<file path="config.mk">
export PLATFORM = sky130hd
export DESIGN_NAME = exStage
export DESIGN_NICKNAME = d
export VERILOG_FILES = /design/src/cpuPkg.sv /design/src/exOperandIf.sv /design/src/exStage.sv /design/src/exCombine.sv /design/src/branchUnit.sv /design/src/aluUnit.sv /design/src/exOperandSelect.sv
export SDC_FILE = /design/constraint.sdc
export NUM_CORES = 2
export LEC_CHECK = 0
export ABC_CLOCK_PERIOD_IN_PS = 8200
export BUFFER_PORTS_ARGS = -buffer_cell sky130_fd_sc_hd__buf_2
export CAP_MARGIN = 20
export CORE_MARGIN = 3
export CORE_UTILIZATION = 64
export DETAILED_ROUTE_END_ITERATION = 8
export PLACE_DENSITY = 0.9
export RECOVER_POWER = 50
export SLEW_MARGIN = 30
export SYNTH_ARGS = -nofsm -noshare
export SYNTH_HDL_FRONTEND = slang
export SYNTH_HIERARCHICAL = 1
export SYNTH_SLANG_ARGS = --single-unit
export TNS_END_PERCENT = 30
</file>
<file path="constraint.sdc">
create_clock -name clk -period 8.2 [get_ports clk]
set_input_delay 0.82 -clock clk [delete_from_list [all_inputs] [get_ports clk]]
set_output_delay 0.82 -clock clk [all_outputs]
set_load 0.005 [all_outputs]
</file>
<file path="src/cpuPkg.sv">
package cpuPkg;

    // operation class from the decoder
    typedef enum logic [1:0]
    {
        aluMem    = 2'b00,  // lw, sw, addi
        aluBranch = 2'b01,  // beq compares by subtracting
        aluRType  = 2'b10,  // look at funct
        aluNone   = 2'b11   // no real op, falls back to add
    } aluOp_t;

    // what the ALU actually computes
    typedef enum logic [3:0]
    {
        ctrlAdd = 4'b0000,
        ctrlSub = 4'b0001,
        ctrlMul = 4'b0010
    } aluCtrl_t;

    // function codes, taken from the low six bits of the immediate
    localparam logic [5:0] functAdd = 6'd0;
    localparam logic [5:0] functSub = 6'd1;
    localparam logic [5:0] functMul = 6'd2;

endpackage
</file>
<file path="src/exOperandIf.sv">
interface exOperandIf
    import cpuPkg::*;
#(
    parameter int DataWidth = 32
);

    logic                 valid;    // one cycle per issued instruction
    logic [DataWidth-1:0] data1;
    logic [DataWidth-1:0] data2;    // already muxed between rt and immediate
    logic [DataWidth-1:0] signExt;
    logic [DataWidth-1:0] pc;
    aluOp_t               aluOp;
    logic                 branch;

    // operand stage drives the bundle
    modport source
    (
        output valid,
        output data1,
        output data2,
        output signExt,
        output pc,
        output aluOp,
        output branch
    );

    // ALU, branch and combine blocks only read it
    modport sink
    (
        input valid,
        input data1,
        input data2,
        input signExt,
        input pc,
        input aluOp,
        input branch
    );

endinterface

</file>
<file path="src/exStage.sv">
module exStage
    import cpuPkg::*;
#(
    parameter int DataWidth = 32
)
(
    input  logic                 clk,
    input  logic                 reset,
    input  logic                 issue,
    input  logic [DataWidth-1:0] rs,
    input  logic [DataWidth-1:0] rt,
    input  logic [DataWidth-1:0] signExt,
    input  logic [DataWidth-1:0] pc,
    input  logic                 aluSrc,
    input  aluOp_t               aluOp,
    input  logic                 branch,
    output logic                 done,
    output logic [DataWidth-1:0] result,
    output logic                 zero,
    output logic                 branchTaken,
    output logic [DataWidth-1:0] pcNext
);

    logic [DataWidth-1:0] aluResult;
    logic                 aluZero;
    logic [DataWidth-1:0] target;

    // registered operand set, shared by both units
    exOperandIf #(.DataWidth(DataWidth)) opBus ();

    exOperandSelect #(.DataWidth(DataWidth)) operandSelect
    (
        .clk     (clk),
        .reset   (reset),
        .issue   (issue),
        .rs      (rs),
        .rt      (rt),
        .signExt (signExt),
        .pc      (pc),
        .aluSrc  (aluSrc),
        .aluOp   (aluOp),
        .branch  (branch),
        .opBus   (opBus.source)
    );

    // these two run side by side in the same cycle
    aluUnit #(.DataWidth(DataWidth)) alu
    (
        .opBus  (opBus.sink),
        .result (aluResult),
        .zero   (aluZero)
    );

    branchUnit #(.DataWidth(DataWidth)) branchTarget
    (
        .opBus  (opBus.sink),
        .target (target)
    );

    exCombine #(.DataWidth(DataWidth)) combine
    (
        .clk         (clk),
        .reset       (reset),
        .opBus       (opBus.sink),
        .aluResult   (aluResult),
        .aluZero     (aluZero),
        .target      (target),
        .done        (done),
        .result      (result),
        .zero        (zero),
        .branchTaken (branchTaken),
        .pcNext      (pcNext)
    );

endmodule

</file>
<file path="src/exCombine.sv">
module exCombine
#(
    parameter int DataWidth = 32
)
(
    input  logic                 clk,
    input  logic                 reset,
    exOperandIf.sink             opBus,
    input  logic [DataWidth-1:0] aluResult,
    input  logic                 aluZero,
    input  logic [DataWidth-1:0] target,
    output logic                 done,
    output logic [DataWidth-1:0] result,
    output logic                 zero,
    output logic                 branchTaken,
    output logic [DataWidth-1:0] pcNext
);

    logic                 taken;
    logic [DataWidth-1:0] pcSelect;

    // beq: take it only when the operands matched
    assign taken = opBus.branch & aluZero;

    always_comb
    begin
        if (taken)
        begin
            pcSelect = target;
        end
        else
        begin
            pcSelect = opBus.pc;
        end
    end

    always_ff @(posedge clk)
    begin
        if (reset)
        begin
            done        <= 1'b0;
            result      <= '0;
            zero        <= 1'b0;
            branchTaken <= 1'b0;
            pcNext      <= '0;
        end
        else
        begin
            done        <= opBus.valid;
            branchTaken <= opBus.valid & taken;     // never outlives done
            if (opBus.valid)
            begin
                result <= aluResult;
                zero   <= aluZero;
                pcNext <= pcSelect;
            end
        end
    end

endmodule

</file>
<file path="src/branchUnit.sv">
module branchUnit
#(
    parameter int DataWidth = 32
)
(
    exOperandIf.sink             opBus,
    output logic [DataWidth-1:0] target
);

    logic [DataWidth-1:0] wordOffset;

    // immediate counts words, so scale to bytes
    assign wordOffset = opBus.signExt << 2;

    // computed every cycle, exCombine decides whether it is used
    assign target = opBus.pc + wordOffset;  // wraps at DataWidth

endmodule

</file>
<file path="src/aluUnit.sv">
module aluUnit
    import cpuPkg::*;
#(
    parameter int DataWidth = 32
)
(
    exOperandIf.sink             opBus,
    output logic [DataWidth-1:0] result,
    output logic                 zero
);

    logic [5:0] funct;
    aluCtrl_t   aluCtrl;

    assign funct = opBus.signExt[5:0];  // R-type funct rides in the immediate

    // ALU control decode
    always_comb
    begin
        case (opBus.aluOp)
            aluMem, aluNone:
            begin
                aluCtrl = ctrlAdd;
            end
            aluBranch:
            begin
                aluCtrl = ctrlSub;
            end
            aluRType:
            begin
                case (funct)
                    functAdd: aluCtrl = ctrlAdd;
                    functSub: aluCtrl = ctrlSub;
                    functMul: aluCtrl = ctrlMul;
                    default:  aluCtrl = ctrlAdd;    // unknown funct acts as add
                endcase
            end
            default:
            begin
                aluCtrl = ctrlAdd;
            end
        endcase
    end

    // result wraps at DataWidth, product keeps only the low half
    always_comb
    begin
        case (aluCtrl)
            ctrlSub:
            begin
                result = opBus.data1 - opBus.data2;
            end
            ctrlMul:
            begin
                result = opBus.data1 * opBus.data2;
            end
            default:
            begin
                result = opBus.data1 + opBus.data2;
            end
        endcase
    end

    // equality straight from the operands, independent of the op
    assign zero = (opBus.data1 == opBus.data2);

endmodule

</file>
<file path="src/exOperandSelect.sv">
module exOperandSelect
    import cpuPkg::*;
#(
    parameter int DataWidth = 32
)
(
    input  logic                 clk,
    input  logic                 reset,
    input  logic                 issue,
    input  logic [DataWidth-1:0] rs,
    input  logic [DataWidth-1:0] rt,
    input  logic [DataWidth-1:0] signExt,
    input  logic [DataWidth-1:0] pc,
    input  logic                 aluSrc,
    input  aluOp_t               aluOp,
    input  logic                 branch,
    exOperandIf.source           opBus
);

    logic [DataWidth-1:0] secondOperand;

    // aluSrc high picks the immediate, as for lw/sw/addi
    always_comb
    begin
        if (aluSrc)
        begin
            secondOperand = signExt;
        end
        else
        begin
            secondOperand = rt;
        end
    end

    always_ff @(posedge clk)
    begin
        if (reset)
        begin
            opBus.valid <= 1'b0;
        end
        else
        begin
            opBus.valid <= issue;   // high for exactly one cycle per issue
        end
    end

    // payload only moves on issue
    always_ff @(posedge clk)
    begin
        if (issue)
        begin
            opBus.data1   <= rs;
            opBus.data2   <= secondOperand;
            opBus.signExt <= signExt;
            opBus.pc      <= pc;
            opBus.aluOp   <= aluOp;
            opBus.branch  <= branch;
        end
    end

endmodule

</file>
==> flow_summary.ini <==
[outcome]
outcome = finished, violations left
violations = capacitance limit, slew limit

[timing]
final_hold_violating_endpoints = 0
tightest_slew_ns = 4.32
worst_clock_skew_ns = 0.0191
setup_repair_after_global_routing_missed_its_margin = false
setup_viol = 0
finalWorstSetupSlack_ns = 0.387
whs_ns = 0.490
tns_ns = 0
final.period_utilization_pct = 95.3
timing.slew.headroom_pct = -188
final.min_clock_period_ns = 7.81
timing.fmax_mhz = 128
report.final.slew_viol_count = 101

[cells_and_area]
nFillCells = 3224
final_nets = 3855
drive_gt1_share_pct = 10.6
area_growth_syn_to_layout_pct = 7.40
finish.cell_count_without_fillers = 3694

[setup_path]
critPathMaxFanout = 18
crit_path_arrival_time_ns = 8.18
start_kind = flop
end_kind = flop
crit_type = flop to flop
crit_required_ns = 8.56

[detailed_routing]
viasPerCell = 6.27
detail_route.iter0.violations = 2419
totalWireLength_um = 92900
met3WireLength_um = 11000
final_antenna_net_count = 0
routed-via-count = 23153
route.detailed.drc = 0
detail_route.first_pass.iterations = 6
wl_met2_um = 41900
wire_per_inst_um = 25.1
routedLengthMet1_um = 33200
topRoutingLayerUsed = met5

[synthesis]
netlist_instances = 2953
post_synth_instance_area_sq_mm = 0.0282
ys_warn_count = 6
synth.avg_cell_area_sq_um = 9.55
synthesis.nets = 3717

[floorplanning]
core-area_sq_mm = 0.0433
dieWidth_um = 216
io-pin-count = 202
floorplan.die.height_um = 216
std_cell_rows = 76
design.die.area_sq_mm = 0.0466
initial_utilization_pct = 65.2

[placed_design]
port-buffer-count = 201
place.detailed.hpwl_um = 72400
pre_cts_worst_setup_slack_ns = 0.494
place.detailed.instances = 3655
gp_routability_congestion = 1.03

[cts]
worst_skew_pair.late_latency_ns = 0.48
cts_tree = built
cts_htree_levels = 4
post_cts_resize_count = 0
clkSinkCount = 197
cts-root-to-sink-buffers = 2
cts_root_buffer = clkbuf_16
hold_buffers = 0
cts_made_buffers = 17
postCtsSetupBuffers = 0
path_clk_slew_ns = 0.10

[job]
maxCapViolCount = 2

[global_routing]
grt_pass1_vias = 24632
remaining_overflow_grt = 0
maximum_number_of_pins_on_one_net_before_global_route_repair = 70
grt_first_pass_wirelength_um = 143000
track_usage_pct = 40.5
grt_antenna_before_repair = 7

[min_path]
min-delay-path-class = flop to flop
sequential cells by signal (all words and copies together), names as in the netlist:
| register | cells |
|---|---|
| combine/pcNext | 32 |
| combine/result | 32 |
| operandSelect/opBus.data1 | 32 |
| operandSelect/opBus.data2 | 32 |
| operandSelect/opBus.pc | 32 |
| operandSelect/opBus.signExt | 30 |
| operandSelect/opBus.aluOp | 2 |
| combine/branchTaken | 1 |
| combine/done | 1 |
| combine/zero | 1 |
| operandSelect/opBus.branch | 1 |
| operandSelect/opBus.valid | 1 |
metrics by stage:
stage                     cell area, sq um  utilization (%)
after detailed placement             29700             68.7
after global placement               29700             68.7
after CTS                            30400             70.3
after floorplan                      28200                -
final                                30300             70.0
after global routing                 30300             70.0
critical path: stages (launching register included):
cell	delay, ns
edfxtp_1	0.93
buf_4	0.31
and2_1	0.18
fa_1	0.40
inv_1	0.09
fa_1	0.44
fa_1	0.49
fa_1	0.56
inv_1	0.05
fa_1	0.48
fa_1	0.57
fa_1	0.43
fa_1	0.45
ha_1	0.37
nand3_1	0.13
nor2_1	0.15
and4_1	0.27
nand4_1	0.15
a31oi_1	0.27
nor2_1	0.12
o21ai_0	0.22
xor2_1	0.10
a221o_1	0.35
mux2i_1	0.13
nor2_1	0.05
final timing paths:
check	startpoint	cells after the start	slack [ns]	to
setup reg to reg	operandSelect/opBus.data2[2]	24	0.39	combine/result[26]
setup / recovery	operandSelect/opBus.data2[2]	24	0.39	combine/result[26]
hold / removal	combine/pcNext[1]	2	0.49	combine/pcNext[1]
hold reg to reg	combine/pcNext[1]	2	0.49	combine/pcNext[1]
layout make-up:
| cell class | instances | area [sq um] | area share (%) |
|---|---|---|---|
| inverters | 461 | 1730 | 5.71 |
| clock buffers | 17 | 425 | 1.40 |
| well taps | 585 | 732 | 2.42 |
| repair buffers | 275 | 1550 | 5.10 |
| multi-input cells | 2139 | 20400 | 67.2 |
| flip-flops and latches | 197 | 5240 | 17.3 |
| clock inverters | 15 | 240 | 0.793 |
| diodes | 5 | 12.5 | 0.0413 |
placed cells by master, fill, tap and decap left out, types with 34 or more instances in the layout:
cell type,instances
ha_1,218
nand2_1,273
inv_1,457
clkbuf_1,44
edfxtp_1,129
dfxtp_1,67
buf_4,71
buf_2,157
and2_1,260
xnor2_1,81
nor2_1,194
o21ai_0,54
nand3_1,45
mux2i_1,34
a21oi_1,106
fa_1,411
xor2_1,39
routing by layer:
metal	vias up	global-route usage, %
met5	-	0
met2	1635	63.8
met1	11278	51.1
li1	9809	-
met4	4	23.7
met3	427	10.2
Power is left out: the tool's default activity adds up to more than one toggle a clock period on the data nets, which glitch-free logic cannot reach.
